File: config.mk
export PLATFORM = sky130hd
export DESIGN_NAME = wb_motor_regs
export DESIGN_NICKNAME = d
export VERILOG_FILES = /design/src/hdl/motor_pkg.sv /design/src/hdl/regmap_pkg.sv /design/src/hdl/wb_motor_regs.sv
export SDC_FILE = /design/constraint.sdc
export NUM_CORES = 1
export LEC_CHECK = 0
export BUFFER_PORTS_ARGS = -buffer_cell sky130_fd_sc_hd__buf_4
export CAP_MARGIN = 20
export CORE_ASPECT_RATIO = 0.9
export CORE_MARGIN = 2
export CORE_UTILIZATION = 46
export CTS_CLUSTER_DIAMETER = 50
export DETAILED_ROUTE_END_ITERATION = 8
export HOLD_SLACK_MARGIN = 0.08
export PLACE_DENSITY_LB_ADDON = 0.12
export SKIP_LAST_GASP = 1
export SLEW_MARGIN = 20
export SYNTH_ARGS = -nofsm -noshare
export SYNTH_HDL_FRONTEND = slang
export SYNTH_SLANG_ARGS = --single-unit
File: constraint.sdc
create_clock -name clk -period 3.4 [get_ports clk]
set_input_delay 0.17 -clock clk [delete_from_list [all_inputs] [get_ports clk]]
set_output_delay 0.17 -clock clk [all_outputs]
set_load 0.1 [all_outputs]
File: src/hdl/motor_pkg.sv
`default_nettype none

package motor_pkg;

	// step counts, positions and stroke
	localparam int STEP_W = 16;
	// period values in ticks
	localparam int SPEED_W = 16;
	// ramp table address, 512 entries
	localparam int RAMP_AW = 9;
	localparam int MS_W = 3;
	localparam int DIV_W = 16;

	// dead time in ticks before a reversed move, at least 2
	localparam int REVERSE_DELAY = 4;
	localparam int REV_CNT_W = $clog2(REVERSE_DELAY);

	// position right after the zero sensor
	localparam logic [STEP_W-1:0] POS_INIT = 1;

	// top bit is busy
	typedef enum logic [1:0] {
		MS_IDLE    = 2'b00,
		MS_PREPARE = 2'b10,
		MS_RUNNING = 2'b11
	} motor_state_t;

endpackage

`default_nettype wire

File: src/hdl/regmap_pkg.sv
`default_nettype none

package regmap_pkg;

	localparam int REG_AW = 4;
	localparam int WB_DW = 32;

	// word offsets
	localparam logic [REG_AW-1:0] REG_CTRL     = 4'd0;
	localparam logic [REG_AW-1:0] REG_SPEED    = 4'd1;
	localparam logic [REG_AW-1:0] REG_STEPS    = 4'd2;
	localparam logic [REG_AW-1:0] REG_STROKE   = 4'd3;
	localparam logic [REG_AW-1:0] REG_ACCE_MAX = 4'd4;
	localparam logic [REG_AW-1:0] REG_DEAC_MAX = 4'd5;
	localparam logic [REG_AW-1:0] REG_DIV      = 4'd6;
	localparam logic [REG_AW-1:0] REG_STATUS   = 4'd7;
	localparam logic [REG_AW-1:0] REG_TBL_ACCE = 4'd8;
	localparam logic [REG_AW-1:0] REG_TBL_DEAC = 4'd9;
	localparam logic [REG_AW-1:0] REG_TBL_ADDR = 4'd10;

	// control word
	localparam int CTRL_START  = 0;
	localparam int CTRL_STOP   = 1;
	localparam int CTRL_DIR    = 2;
	localparam int CTRL_XEN    = 3;
	localparam int CTRL_XRST   = 4;
	localparam int CTRL_MS_LSB = 8;

	// status word
	localparam int STAT_BUSY      = 0;
	localparam int STAT_ZP        = 1;
	localparam int STAT_TP        = 2;
	localparam int STAT_SPEED_LSB = 16;

endpackage

`default_nettype wire

File: src/hdl/wb_motor_regs.sv
`default_nettype none

module wb_motor_regs
	import motor_pkg::*, regmap_pkg::*;
(
	input  wire                clk,
	input  wire                resetn,

	input  wire                i_wb_cyc,
	input  wire                i_wb_stb,
	input  wire                i_wb_we,
	input  wire  [REG_AW-1:0]  i_wb_adr,
	input  wire  [WB_DW-1:0]   i_wb_dat,
	output logic [WB_DW-1:0]   o_wb_dat,
	output logic               o_wb_ack,

	output logic               o_pri_start,
	output logic               o_pri_stop,
	output logic [SPEED_W-1:0] o_pri_speed,
	output logic [STEP_W-1:0]  o_pri_steps,
	output logic               o_pri_dir,
	output logic [MS_W-1:0]    o_ms,
	output logic               o_xen,
	output logic               o_xrst,
	output logic [STEP_W-1:0]  o_stroke,
	output logic [RAMP_AW-1:0] o_acce_max,
	output logic [RAMP_AW-1:0] o_deac_max,
	output logic [DIV_W-1:0]   o_div,
	output logic [RAMP_AW-1:0] o_tbl_addr,
	output logic               o_acce_we,
	output logic               o_deac_we,
	output logic [SPEED_W-1:0] o_tbl_data,

	input  wire                i_busy,
	input  wire                i_zpsign,
	input  wire                i_tpsign,
	input  wire  [SPEED_W-1:0] i_rt_speed
);

	logic             accept;
	logic             wr_en;
	logic [WB_DW-1:0] ctrl_word;
	logic [WB_DW-1:0] stat_word;
	logic [WB_DW-1:0] rd_data;

	assign accept = i_wb_cyc && i_wb_stb && !o_wb_ack;
	assign wr_en  = accept && i_wb_we;

	always_ff @(posedge clk) begin
		if (!resetn)
			o_wb_ack <= 1'b0;
		else
			o_wb_ack <= accept;
	end

	always_ff @(posedge clk) begin
		if (!resetn) begin
			o_pri_start <= 1'b0;
			o_pri_stop  <= 1'b0;
			o_pri_speed <= '0;
			o_pri_steps <= '0;
			o_pri_dir   <= 1'b0;
			o_ms        <= '0;
			o_xen       <= 1'b0;
			o_xrst      <= 1'b0;
			o_stroke    <= '0;
			o_acce_max  <= '0;
			o_deac_max  <= '0;
			o_div       <= '0;
			o_tbl_addr  <= '0;
			o_acce_we   <= 1'b0;
			o_deac_we   <= 1'b0;
		end else begin
			o_pri_start <= 1'b0;
			o_pri_stop  <= 1'b0;
			o_acce_we   <= 1'b0;
			o_deac_we   <= 1'b0;
			// step the address once the table write has gone out
			if (o_acce_we || o_deac_we)
				o_tbl_addr <= o_tbl_addr + 1'b1;
			if (wr_en) begin
				case (i_wb_adr)
				REG_CTRL: begin
					o_pri_start <= i_wb_dat[CTRL_START];
					o_pri_stop  <= i_wb_dat[CTRL_STOP];
					o_pri_dir   <= i_wb_dat[CTRL_DIR];
					o_xen       <= i_wb_dat[CTRL_XEN];
					o_xrst      <= i_wb_dat[CTRL_XRST];
					o_ms        <= i_wb_dat[CTRL_MS_LSB +: MS_W];
				end
				REG_SPEED:    o_pri_speed <= i_wb_dat[SPEED_W-1:0];
				REG_STEPS:    o_pri_steps <= i_wb_dat[STEP_W-1:0];
				REG_STROKE:   o_stroke    <= i_wb_dat[STEP_W-1:0];
				REG_ACCE_MAX: o_acce_max  <= i_wb_dat[RAMP_AW-1:0];
				REG_DEAC_MAX: o_deac_max  <= i_wb_dat[RAMP_AW-1:0];
				REG_DIV:      o_div       <= i_wb_dat[DIV_W-1:0];
				REG_TBL_ACCE: o_acce_we   <= 1'b1;
				REG_TBL_DEAC: o_deac_we   <= 1'b1;
				REG_TBL_ADDR: o_tbl_addr  <= i_wb_dat[RAMP_AW-1:0];
				default: ;
				endcase
			end
		end
	end

	// shared data for both tables
	always_ff @(posedge clk) begin
		if (wr_en && (i_wb_adr == REG_TBL_ACCE || i_wb_adr == REG_TBL_DEAC))
			o_tbl_data <= i_wb_dat[SPEED_W-1:0];
	end

	always_comb begin
		ctrl_word = '0;
		ctrl_word[CTRL_DIR] = o_pri_dir;
		ctrl_word[CTRL_XEN] = o_xen;
		ctrl_word[CTRL_XRST] = o_xrst;
		ctrl_word[CTRL_MS_LSB +: MS_W] = o_ms;

		stat_word = '0;
		stat_word[STAT_BUSY] = i_busy;
		stat_word[STAT_ZP] = i_zpsign;
		stat_word[STAT_TP] = i_tpsign;
		stat_word[STAT_SPEED_LSB +: SPEED_W] = i_rt_speed;
	end

	// table data ports read back as zero
	always_comb begin
		case (i_wb_adr)
		REG_CTRL:     rd_data = ctrl_word;
		REG_SPEED:    rd_data = WB_DW'(o_pri_speed);
		REG_STEPS:    rd_data = WB_DW'(o_pri_steps);
		REG_STROKE:   rd_data = WB_DW'(o_stroke);
		REG_ACCE_MAX: rd_data = WB_DW'(o_acce_max);
		REG_DEAC_MAX: rd_data = WB_DW'(o_deac_max);
		REG_DIV:      rd_data = WB_DW'(o_div);
		REG_STATUS:   rd_data = stat_word;
		REG_TBL_ADDR: rd_data = WB_DW'(o_tbl_addr);
		default:      rd_data = '0;
		endcase
	end

	always_ff @(posedge clk) begin
		if (accept)
			o_wb_dat <= rd_data;
	end

	// one ack per accepted cycle, so the host never sees a double ack
	ack_single: assert property (@(posedge clk) disable iff (!resetn)
		o_wb_ack |=> !o_wb_ack);

endmodule

`default_nettype wire

======== Word level (Yosys, flattened, before mapping) ========
Cells that the tools add are included.
Widths: inputs -> output; s select.
cells by class
  add/sub/neg operators ................... 1
  reductions and logical operators ........ 17
  multiplexer cells ....................... 6
  eq/ne operators ......................... 10
operator list
  cell                 number
  $pmux 32 s9          1
  $mux 9               3
  $eq 4x3->1 const B   4
  $reduce_and 2->1     8
  $eq 4x4->1 const B   3
  $add 9x1->9 const B  1
  $eq 4x2->1 const B   2
  $eq 4x1->1 const B   1
  $logic_and 1x1->1    4
  $logic_not 4->1      1
  $reduce_and 3->1     1
  $logic_or 1x1->1     2
  $mux 1               2
  $logic_not 1->1      1
word-level totals
  bits of input ports ..................... 60
  output and inout bits ................... 150
  logic and storage cells ................. 52
  register bits after elaboration ......... 150

======== Depth between registers and ports, before layout ========
Gate-level depths: netlist of the first run.
  word-level depth ........................ 4
  gate-level depth with buffers ........... 7
  mapped depth without buffers ............ 4

======== Worst setup path after synthesis of the first run ========
No wires, ideal clock.
  path type ............................... register to register
  from .................................... reg o_wb_ack
  to ...................................... reg o_tbl_data[0], enable pin
  setup time .............................. 0.436 ns
  clock period less this slack ............ 3.741 ns
  path buffers ............................ 2
  setup slack ............................. -0.341 ns
  data arrival time ....................... 3.305 ns
  data required time ...................... 2.964 ns
  cell stages (with the launch flop) ...... 5
  cell sequence ........................... dfxtp_1 -> nand4b_1 -> buf_2 -> clkbuf_1 -> nor4b_1
on the way
  cells in the longest elaborated chain, start to end .. 4
RTL lines
  what                    line                  RTL
  start, declared         wb_motor_regs.sv:15   output logic o_wb_ack,
  start signal, assigned  wb_motor_regs.sv:53   o_wb_ack <= accept;
  $logic_not 1->1         wb_motor_regs.sv:46   assign accept = i_wb_cyc && i_wb_stb && !o_wb_ack;
  $logic_and 1x1->1       wb_motor_regs.sv:46
  $logic_and 1x1->1       wb_motor_regs.sv:47   assign wr_en = accept && i_wb_we;
  $logic_and 1x1->1       wb_motor_regs.sv:108  if (wr_en && (i_wb_adr == REG_TBL_ACCE || i_wb_adr == REG_TBL_DEAC))
  end signal, assigned    wb_motor_regs.sv:109  o_tbl_data <= i_wb_dat[SPEED_W-1:0];
  end, declared           wb_motor_regs.sv:32   output logic [SPEED_W-1:0] o_tbl_data,
No other way between the ends.
A chain may end at the register's enable or synchronous reset.

======== Worst setup path after layout of the first run ========
  from .................................... reg o_wb_ack
  to ...................................... reg o_tbl_addr[5]
on the way
  cells in the longest elaborated chain, start to end .. 4
RTL lines
  what                  line                 RTL
  $logic_not 1->1       wb_motor_regs.sv:46
  $logic_and 1x1->1     wb_motor_regs.sv:46
  $logic_and 1x1->1     wb_motor_regs.sv:47
  $mux 9                wb_motor_regs.sv:81  if (wr_en) begin
  end signal, assigned  wb_motor_regs.sv:80  o_tbl_addr <= o_tbl_addr + 1'b1;
  end signal, assigned  wb_motor_regs.sv:99  REG_TBL_ADDR: o_tbl_addr <= i_wb_dat[RAMP_AW-1:0];
  end, declared         wb_motor_regs.sv:29  output logic [RAMP_AW-1:0] o_tbl_addr,
No other way between the ends.

==> qor.csv, run 1 <==
stage,metric,value,unit
die,Die Height,116.0,microns
synth,Yosys reg bits,150,
synth,most used flip-flop cell after synthesis,dfxtp_1,
global_routing,initial antenna violation count,1,
power_and_ir_drop,clock power share,0.428,
global_routing,total track usage,0.2838,
cts,Resized Gates After CTS,0,
layout,Ant. Diodes,0,
sta,Final period util,0.5875,
global_routing,grt ovf,0,
synth,synth warn,0,
global_routing,first-pass GRT wire length,31960,microns
routing,TritonRoute pass-1 iters,6,
cts,CTS tree,built,
critical_path,"Largest delay share family, worst path",simple AND/OR/NAND/NOR gates,
routing,Antenna Nets Post-Route,0,
power_and_ir_drop,Peak supply drop,0.0003758,V
place,final RePlAce weighted congestion,0.8877,
routing,drt wl/cell,21.13,microns
critical_path,critical path required time,3.73,ns
power_and_ir_drop,Int Pwr,3007,uW
sta,Final WS setup,1.402,ns
sta,RSZ-0062 raised after global routing,false,
die,row count,40,
sta,Final Max Slew Viols,0,
critical_path,CP Cell Sequence,and4b_2 -> nand2_2 -> a311oi_1,
synth,Yosys top cell area share,0.3186,
critical_path,max incr delay on CP,0.90,ns
power_and_ir_drop,Sw Ratio,0.2599,
sta,Slew @ Worst Pin,1.071,ns
synth,Post-synth ARST share,0,
cts,CTS Buf Count,17,
power_and_ir_drop,Total Power,4063,uW
global_routing,largest net degree at the start of global routing,99,
cts,clk buf depth,2,
die,core area,0.01346,sq mm
layout,layout cells sized above 1,0.2872,
die,num ports,210,
routing,residual DRC count,0,
layout,Final #Nets,901,
routing,Via-to-Cell Ratio,6.109,
layout,Fillers,1119,
critical_path,critical path endpoint category,register,
synth,"Distinct cells, synth",48,
cts,hold_buf cts,33,
synth,synthesized area per cell,9.740,sq um
cts,clk sinks,150,
power_and_ir_drop,Comb power frac,0.109,
sta,post-route minimum period,1.998,ns
critical_path,Crit path arrival time,2.33,ns
status,run status,"complete, no violations",
place,dpl hpwl,14030,microns
place,I/O Buffers,193,
die,die area,0.01489,sq mm
power_and_ir_drop,Sw Pwr,1056,uW
critical_path,CP startpoint kind,register,
routing,WL final,21570,microns
power_and_ir_drop,pwr dens,466.1,mW/mm^2
synth,Post-synth EDFFs,48,
die,effective utilization at floorplan,0.4760,
place,pre-CTS setup slack,1.234,ns
synth,cell count after synthesis,658,
critical_path,crit path max fanout,42,
cts,# H-tree levels,4,
synth,syn nets,719,
place,DP Area,0.007840,sq mm
layout,P&R area growth vs syn,36.04,%
critical_path,Worst Path Buf+Inv,0,
routing,Vias,6237,
routing,initial DRC count,700,
sta,Slew headroom,0.2840,
layout,final core occ,0.6476,
cts,clk_lat worst skew,0.43,ns
sta,fmax,0.5006,GHz
die,chip width,128.4,microns
synth,part of the Yosys area used for sequential elements,0.5435,
cts,postcts setup bufs,0,
sta,Worst Clk Skew,0.004935,ns
hold_path,Hold WC Path Type,in2reg,
job,Max Cap Violations,0,
synth,synthesized cell area,0.006409,sq mm
synth,Synth area leaders,"dfxtp_1 (32%), edfxtp_1 (22%), nand3_1 (7.3%), a21oi_1 (7.2%), o21ai_0 (5.3%)",
synth,top cell type by total area after synthesis,dfxtp_1,
layout,post-route cell area,0.008718,sq mm
power_and_ir_drop,Flop pwr share,0.463,
cts,CTS Root Buffer Type,clkbuf_16,
cts,clock slew at reported path FFs,0.05,ns
sta,final hold violations,0,
sta,Setup Viol. Count Final,0,
critical_path,critical setup path kind,reg2reg,
sta,sum of negative setup slack,0,ns
power_and_ir_drop,leakage,0.003274,uW
global_routing,vias in the first global route,5574,
critical_path,slowest stage cell on the critical path,and4b_2,
## metrics by stage
stage	instances	hold WS, ns
after floorplan	658	0.2689
after global routing	1021	0.09413
after detailed placement	956	0.3961
final	1021	0.09199
after global placement	956	0.3976
after CTS	1021	0.08816
## flip-flops by register name, indices dropped and copies added (netlist names), 3 cells and up
name,flops
o_deac_max,9
o_pri_speed,16
o_pri_steps,16
o_tbl_addr,9
o_tbl_data,16
o_div,16
o_acce_max,9
o_stroke,16
o_wb_dat,32
o_ms,3
## worst register-to-register path: stages, from the launching register on
cell and delay [ns]:
dfxtp_1 0.36, and4b_2 0.90, nand2_2 0.33, a311oi_1 0.31
## power groups by stage
stage               registers (uW)  logic (uW)  clock network, uW
floorplan                     2080         118                  0
global placement              1920         403                  0
detailed placement            1920         406                  0
CTS                           1880         437               1760
global route                  1880         458               1840
finish                        1880         442               1740
## cell type report
type / instances / area, sq um / area share
tap: 168 / 210.2 / 0.02411
inverter: 2 / 7.507 / 0.0008611
clock buffer: 25 / 505.5 / 0.05798
timing repair buffer: 236 / 1867 / 0.2141
multi-input combinational: 433 / 2603 / 0.2985
sequential: 150 / 3483 / 0.3995
clock inverter: 7 / 42.54 / 0.004879
## metal layers
metal | up-vias | track usage | wire length [microns]
li1 | 2848 | - | -
met1 | 3022 | 0.4009 | 9193
met2 | 331 | 0.4277 | 9927
met3 | 34 | 0.06971 | 2022
met4 | 2 | 0.09817 | 418
met5 | - | 0 | 11
## worst paths after layout
kind                from            end  slack, ns  cells after the start
max             o_wb_ack  o_tbl_addr[5]       1.40                      3
min             i_wb_stb       o_wb_ack       0.09                      3
max reg2reg     o_wb_ack  o_tbl_addr[5]       1.40                      3
min reg2reg  o_stroke[2]    o_stroke[2]       0.49                      2
## cells in the mapped netlist, types with 5 or more instances
cell type  count
a21oi_1       92
a22oi_1       34
nor3_1         7
a222oi_1       5
clkbuf_1      38
dfxtp_1      102
o31ai_1        6
edfxtp_1      48
o21ai_1       31
o21ai_0       68
nand4_1        6
and2_1        16
a311oi_1       5
and3_1         5
nand2_1        8
nor3b_1        5
buf_2         23
nor2_1         5
buf_6          6
nand3_1       94
## cells in the final DEF, fill, tap and decap left out, drive strengths merged, types with 6 or more instances in the layout
cell type    netlist  routed
dfxtp            102     102
o31ai              6       6
clkbuf            39      25
and2              16      16
nand3             94      94
nor3               7       7
buf               34     203
nand4              6       6
a22oi             34      34
nand2              9       9
edfxtp            48      48
o21ai             99      99
a21oi             92      92
dlygate4sd3        0      33
## cell families after synthesis
group,Yosys count,synth area share
simple gates,178,0.1695
buf+inv,75,0.05681
fa+ha+maj,1,0.001952
flops,150,0.5435
xor+xnor,3,0.004101
mux,3,0.005076
compound gates,248,0.2191
Note: power is estimated with default switching activity, not from simulation.
==> run 2: changes to the inputs <==
Settings changed: CORE_UTILIZATION 46 to 51.
Clock period 3.4 ns to 2 ns, I/O delays scaled along.
==> run 2 against run 1 <==
Global-route usage increased by 4.2 points. Die area is 9.5% lower. First-iteration DRC count increased by 47%. Combinational power is 79% higher. Non-clock buffer count is 21 higher. Largest power group unchanged.
==> qor.csv, run 2 (synthesis results as in run 1) <==
stage,metric,value,unit,change
status,run status,"complete, no violations",,
layout,Ant. Diodes,0,,unchanged
sta,WHS,0.09028,ns,-0.001718 ns
cts,# H-tree levels,4,,unchanged
global_routing,grt ovf,0,,unchanged
sta,Final Max Slew Viols,0,,unchanged
critical_path,crit path max fanout,17,,-60%
cts,CTS Root Buffer Type,clkbuf_16,,
power_and_ir_drop,leakage,0.003404,uW,+4.0%
global_routing,first-pass GRT wire length,32660,microns,+2.2%
sta,Slew headroom,0.5373,,+0.2533
routing,Vias,6558,,+5.1%
job,Max Cap Violations,0,,unchanged
hold_path,Hold WC Path Type,in2reg,,
layout,layout cells sized above 1,0.3066,,+0.01941
layout,Top reg by flops,o_wb_dat,,
layout,post-route cell area,0.008956,sq mm,+2.7%
critical_path,critical path endpoint category,register,,
layout,Final #Nets,922,,+2.3%
die,num ports,210,,unchanged
sta,Worst Clk Skew,0.005273,ns,+0.0003376 ns
die,row count,38,,-5.0%
layout,P&R area growth vs syn,39.75,%,
routing,Via-to-Cell Ratio,6.342,,+3.8%
die,effective utilization at floorplan,0.5265,,+0.05050
die,core area,0.01217,sq mm,-9.6%
cts,clock slew at reported path FFs,0.06,ns,about the same
sta,final hold violations,0,,unchanged
power_and_ir_drop,pwr dens,783.9,mW/mm^2,+68%
sta,Final period util,0.9719,,
place,I/O Buffers,193,,unchanged
global_routing,total track usage,0.3254,,+0.04158
place,DP Area,0.008030,sq mm,+2.4%
power_and_ir_drop,Peak supply drop,0.0004785,V,+27%
global_routing,vias in the first global route,5775,,+3.6%
critical_path,CP startpoint kind,input pin,,
cts,CTS Buf Count,17,,unchanged
routing,drt wl/cell,21.61,microns,+2.3%
layout,final core occ,0.7358,,+0.08823
critical_path,Crit path arrival time,2.11,ns,-0.22 ns
routing,TritonRoute pass-1 iters,6,,unchanged
die,die area,0.01348,sq mm,-9.5%
sta,Slew @ Worst Pin,0.6941,ns,-0.3774 ns
cts,Resized Gates After CTS,0,,unchanged
die,chip width,122.2,microns,-4.9%
global_routing,initial antenna violation count,0,,-1
routing,Antenna Nets Post-Route,0,,unchanged
die,Die Height,110.3,microns,-4.9%
cts,postcts setup bufs,0,,unchanged
place,final RePlAce weighted congestion,0.8708,,-1.9%
routing,WL final,22350,microns,+3.6%
routing,initial DRC count,1027,,+47%
layout,non-filler instance count after layout,1034,,+1.3%
layout,"most common cell after layout, fill and taps aside",buf_4,,
global_routing,largest net degree at the start of global routing,99,,unchanged
layout,Largest register FFs,32,,unchanged
routing,residual DRC count,0,,unchanged
cts,clk_lat worst skew,0.42,ns,about the same
critical_path,critical path required time,2.16,ns,-1.57 ns
critical_path,critical setup path kind,in2reg,,
place,dpl hpwl,14440,microns,+2.9%
sta,Setup Viol. Count Final,0,,unchanged
place,Placed Cells,966,,+1.0%
cts,CTS tree,built,,
cts,clk sinks,150,,unchanged
sta,fmax,0.5144,GHz,
layout,most used cells in the layout excluding fill and tap cells,"buf_4 (216), nand3_1 (94), a21oi_1 (92), dfxtp_1 (92), o21ai_0 (68)",,
cts,clk buf depth,2,,unchanged
sta,RSZ-0062 raised after global routing,false,,
sta,post-route minimum period,1.944,ns,
-- run 2: stage by stage --
stage	TNS, ns	total power (uW)	setup slack (ns)
floorplan	-4.003	3741	-0.2502
global placement	0	3968	0.1261
detailed placement	0	3980	0.1173
CTS	0	7023	0.1239
global route	0	7199	0.01137
finish	0	7021	0.05616
-- run 2: power breakdown --
part	switching (uW)	internal, uW
Clock	1170	1860
Combinational	576	215
Sequential	19.4	3180
Total	1760	5260
-- run 2: routing by layer --
| metal | GRT usage | routed length [microns] | part of all wire |
|---|---|---|---|
| met4 | 0.1223 | 659 | 0.029 |
| met3 | 0.09002 | 3056 | 0.14 |
| met1 | 0.4376 | 8365 | 0.37 |
| met2 | 0.5044 | 10270 | 0.46 |
| met5 | 0 | 0 | 0 |
-- run 2: worst paths after layout --
| check | from | to | slack, ns | depth (start not counted) |
|---|---|---|---|---|
| setup / recovery | i_wb_adr[0] | o_wb_dat[7] | 0.06 | 6 |
| hold / removal | i_tpsign | o_wb_dat[2] | 0.09 | 3 |
| setup reg to reg | o_wb_ack | o_tbl_data[12] | 0.31 | 3 |
| hold reg to reg | o_wb_ack | o_wb_ack | 0.46 | 1 |
-- run 2: what timing repair did --
| item | 4_1_cts | 5_1_grt |
|---|---|---|
| hold endpoints to repair | 129 | 0 |
| hold buffers | 36 | 0 |
| setup endpoints to repair | 0 | 0 |
-- run 2: final cells by class --
type	count	area, sq um
timing repair buffer	257	2082
clock inverter	1	6.256
tap	160	200.2
fill	887	3216
multi-input combinational	433	2603
clock buffer	31	559.3
inverter	2	7.507
sequential	150	3498
-- run 2: critical path, cell delays in order --
cell,delay [ns]
dlygate4sd3_1,0.53
buf_4,0.20
and4bb_1,0.33
a222oi_1,0.66
buf_4,0.22
nand3_1,0.06
==> run 3: changes to the inputs <==
Settings changed: ABC_AREA from default to 1, CORE_UTILIZATION 51 to 50, PLACE_DENSITY from default to 0.85, PLACE_DENSITY_LB_ADDON 0.12 to default.
==> run 3 against run 2 <==
Die area shrank 1.1%. Clock power grew 15%. Clock skew grew 0.0078 ns. First-iteration DRC count shrank 46%. Final area shrank 1.8%. Count of clock-buffer cells in the layout shrank 11. Worst setup slack gained 0.13 ns. Power grew 6.0%. Largest cell class unchanged.
==> qor.csv, run 3 <==
stage,metric,value,unit,change
critical_path,FF-to-FF Start,o_wb_ack,,
synth,synth warn,0,,unchanged
cts,Resized Gates After CTS,0,,unchanged
critical_path,crit path max fanout,19,,+2
cts,clk buf depth,2,,unchanged
synth,Yosys top cell area share,0.3288,,+0.01021
global_routing,first-pass GRT wire length,30390,microns,-7.0%
critical_path,Crit path arrival time,2.12,ns,about the same
power_and_ir_drop,clock power share,0.468,,+0.036
synth,Post-synth ARST share,0,,unchanged
global_routing,total track usage,0.3049,,-0.02043
cts,CTS tree,built,,
routing,Antenna Nets Post-Route,0,,unchanged
power_and_ir_drop,Comb power frac,0.101,,-0.012
power_and_ir_drop,Peak supply drop,0.0006092,V,+27%
synth,synthesized cell area,0.006210,sq mm,-3.1%
sta,Final period util,0.9073,,-0.06457
sta,fmax,0.5511,GHz,+7.1%
critical_path,R2R setup slack,0.26,ns,-0.05 ns
die,core area,0.01208,sq mm,-0.78%
critical_path,critical setup path kind,in2reg,,
layout,most used cells in the layout excluding fill and tap cells,"nor2_1 (204), buf_4 (204), nand2_1 (133), dfxtp_1 (101), o21ai_0 (65)",,
power_and_ir_drop,pwr dens,846.1,mW/mm^2,+7.9%
place,I/O Buffers,193,,unchanged
place,final RePlAce weighted congestion,0.8884,,+2.0%
place,dpl hpwl,13550,microns,-6.1%
critical_path,critical path endpoint category,register,,
power_and_ir_drop,Sw Ratio,0.2476,,-0.003636
routing,Via-to-Cell Ratio,5.383,,-15%
routing,Vias,6250,,-4.7%
power_and_ir_drop,leakage,0.004083,uW,+20%
die,num ports,210,,unchanged
routing,TritonRoute pass-1 iters,5,,-1
global_routing,largest net degree at the start of global routing,59,,-40%
die,Die Height,109.7,microns,-0.56%
global_routing,grt ovf,0,,unchanged
synth,"Distinct cells, synth",30,,-38%
power_and_ir_drop,Sw Pwr,1842,uW,+4.4%
hold_path,min-delay src,resetn,,
status,run status,"complete, no violations",,
synth,syn nets,818,,+14%
layout,non-filler instance count after layout,1161,,+12%
routing,initial DRC count,552,,-46%
synth,"count leader, synth",nor2_1,,
cts,clock slew at reported path FFs,0.06,ns,about the same
power_and_ir_drop,Total Power,7441,uW,+6.0%
layout,P&R area growth vs syn,41.63,%,
routing,drt wl/cell,17.70,microns,-18%
cts,CTS Root Buffer Type,clkbuf_16,,
synth,top cell type by total area after synthesis,dfxtp_1,,
sta,final hold violations,0,,unchanged
sta,Final Max Slew Viols,0,,unchanged
critical_path,CP startpoint kind,input pin,,
power_and_ir_drop,Int Pwr,5599,uW,+6.5%
sta,sum of negative setup slack,0,ns,unchanged
place,Placed Cells,1093,,+13%
routing,WL final,20550,microns,-8.1%
cts,clk sinks,150,,unchanged
cts,CTS Buf Count,17,,unchanged
sta,Setup Viol. Count Final,0,,unchanged
sta,Slew @ Worst Pin,0.6149,ns,-0.07920 ns
sta,Worst Clk Skew,0.01304,ns,+0.007768 ns
layout,Final #Nets,1049,,+14%
synth,Synth area leaders,"dfxtp_1 (33%), edfxtp_1 (23%), nor2_1 (12%), nand2_1 (8.0%), o21ai_0 (5.2%)",,
global_routing,vias in the first global route,5667,,-1.9%
critical_path,Critical Path Start,i_wb_cyc,,
synth,cell count after synthesis,757,,+15%
synth,synthesized area per cell,8.203,sq um,-16%
routing,residual DRC count,0,,unchanged
die,effective utilization at floorplan,0.5142,,-0.01233
cts,# H-tree levels,4,,unchanged
synth,Synth top cells by count,"nor2_1 (205), nand2_1 (133), dfxtp_1 (102)",,
synth,Yosys reg bits,150,,unchanged
die,chip width,121.5,microns,-0.56%
layout,Largest register FFs,32,,unchanged
critical_path,critical path required time,2.30,ns,+0.14 ns
synth,most used flip-flop cell after synthesis,dfxtp_1,,
cts,clk_lat worst skew,0.43,ns,about the same
job,Max Cap Violations,0,,unchanged
global_routing,initial antenna violation count,0,,unchanged
layout,Top reg by flops,o_wb_dat,,
sta,post-route minimum period,1.815,ns,-0.1291 ns
synth,Post-synth EDFFs,48,,unchanged
hold_path,Hold WC Path Type,in2reg,,
die,row count,38,,unchanged
synth,part of the Yosys area used for sequential elements,0.5610,,+0.01741
sta,RSZ-0062 raised after global routing,false,,
die,die area,0.01333,sq mm,-1.1%
layout,layout cells sized above 1,0.2647,,-0.04190
power_and_ir_drop,Flop pwr share,0.431,,-0.024
sta,Slew headroom,0.5885,,+0.05129
layout,Ant. Diodes,0,,unchanged
layout,Fillers,877,,-1.1%
==> run 3: cell count changes after synthesis, moves of 6 or more <==
cell      before  now
clkbuf_1      38   12
nor2_1         5  205
nand3_1       94   28
a22oi_1       34    0
inv_1          1   41
a21oi_1       92   25
nor2_2         0    6
o31ai_1        6    0
and2_1        16    0
buf_2         23    4
nand2_1        8  133
==> run 3: power groups by stage <==
| stage | clock (uW) | combinational [uW] | sequential [uW] |
|---|---|---|---|
| floorplan | 0 | 145 | 3590 |
| global placement | 0 | 680 | 3270 |
| detailed placement | 0 | 685 | 3270 |
| finish | 3480 | 753 | 3210 |
| CTS | 3470 | 744 | 3210 |
| global route | 3600 | 783 | 3210 |
==> run 3: cell type report <==
type,instances,area [sq um],share of cell area
Clock buffer,20,436.7,0.04965
Clock inverter,12,200.2,0.02276
Inverter,48,182.7,0.02077
Multi-Input combinational cell,530,2376,0.2702
Sequential cell,150,3487,0.3965
Tap cell,160,200.2,0.02276
Timing Repair Buffer,241,1912,0.2174
==> run 3: metal layers <==
layer,global-route usage,up-vias,wire (microns)
met1,0.3883,2885,8012
met2,0.5036,378,9812
met5,0,-,0
li1,-,2926,-
met3,0.06846,61,2098
met4,0.1297,0,624
==> run 3: path summary, 6_finish.rpt <==
check / to / cells after the start
setup / recovery: o_div[9] / 9
hold / removal: o_pri_dir / 3
setup reg to reg: o_div[9] / 6
hold reg to reg: o_stroke[8] / 2
==> run 3: critical path, stage by stage <==
cell and delay, ns:
dlygate4sd3_1 0.53, buf_4 0.11, nand2_1 0.08, nor2_4 0.31, nand2_4 0.19, nor2_8 0.30
inv_2 0.21, nor2_1 0.19, nor2_1 0.08
==> run 3: repair_timing <==
item                                    4_1_cts  5_1_grt
hold buffers                                 36        0
hold endpoints to repair                    111        0
endpoints found under the setup margin        0        0
setup buffers                                 0        0
==> run 3: logic make-up after synthesis <==
family,Yosys count,synth area share
XOR/XNOR,1,0.001411
flip-flops,150,0.5610
buffers and inverters,77,0.05763
AND/OR/NAND/NOR,405,0.2783
AO/OA/AOI/OAI,123,0.09974
adder cells (fa/ha/maj),1,0.002015
==> run 3: per-stage QoR <==
step	utilization	area (sq um)	setup WS [ns]	hold slack, ns
3_5_place_dp	0.6457	7797	0.3980	0.2994
3_3_place_gp	0.6457	7797	0.4081	0.2970
2_1_floorplan	-	6221	0.001585	0.1989
5_1_grt	0.7282	8795	0.06096	0.1289
6_report	0.7282	8795	0.1853	0.1158
4_1_cts	0.7282	8795	0.2030	0.1073
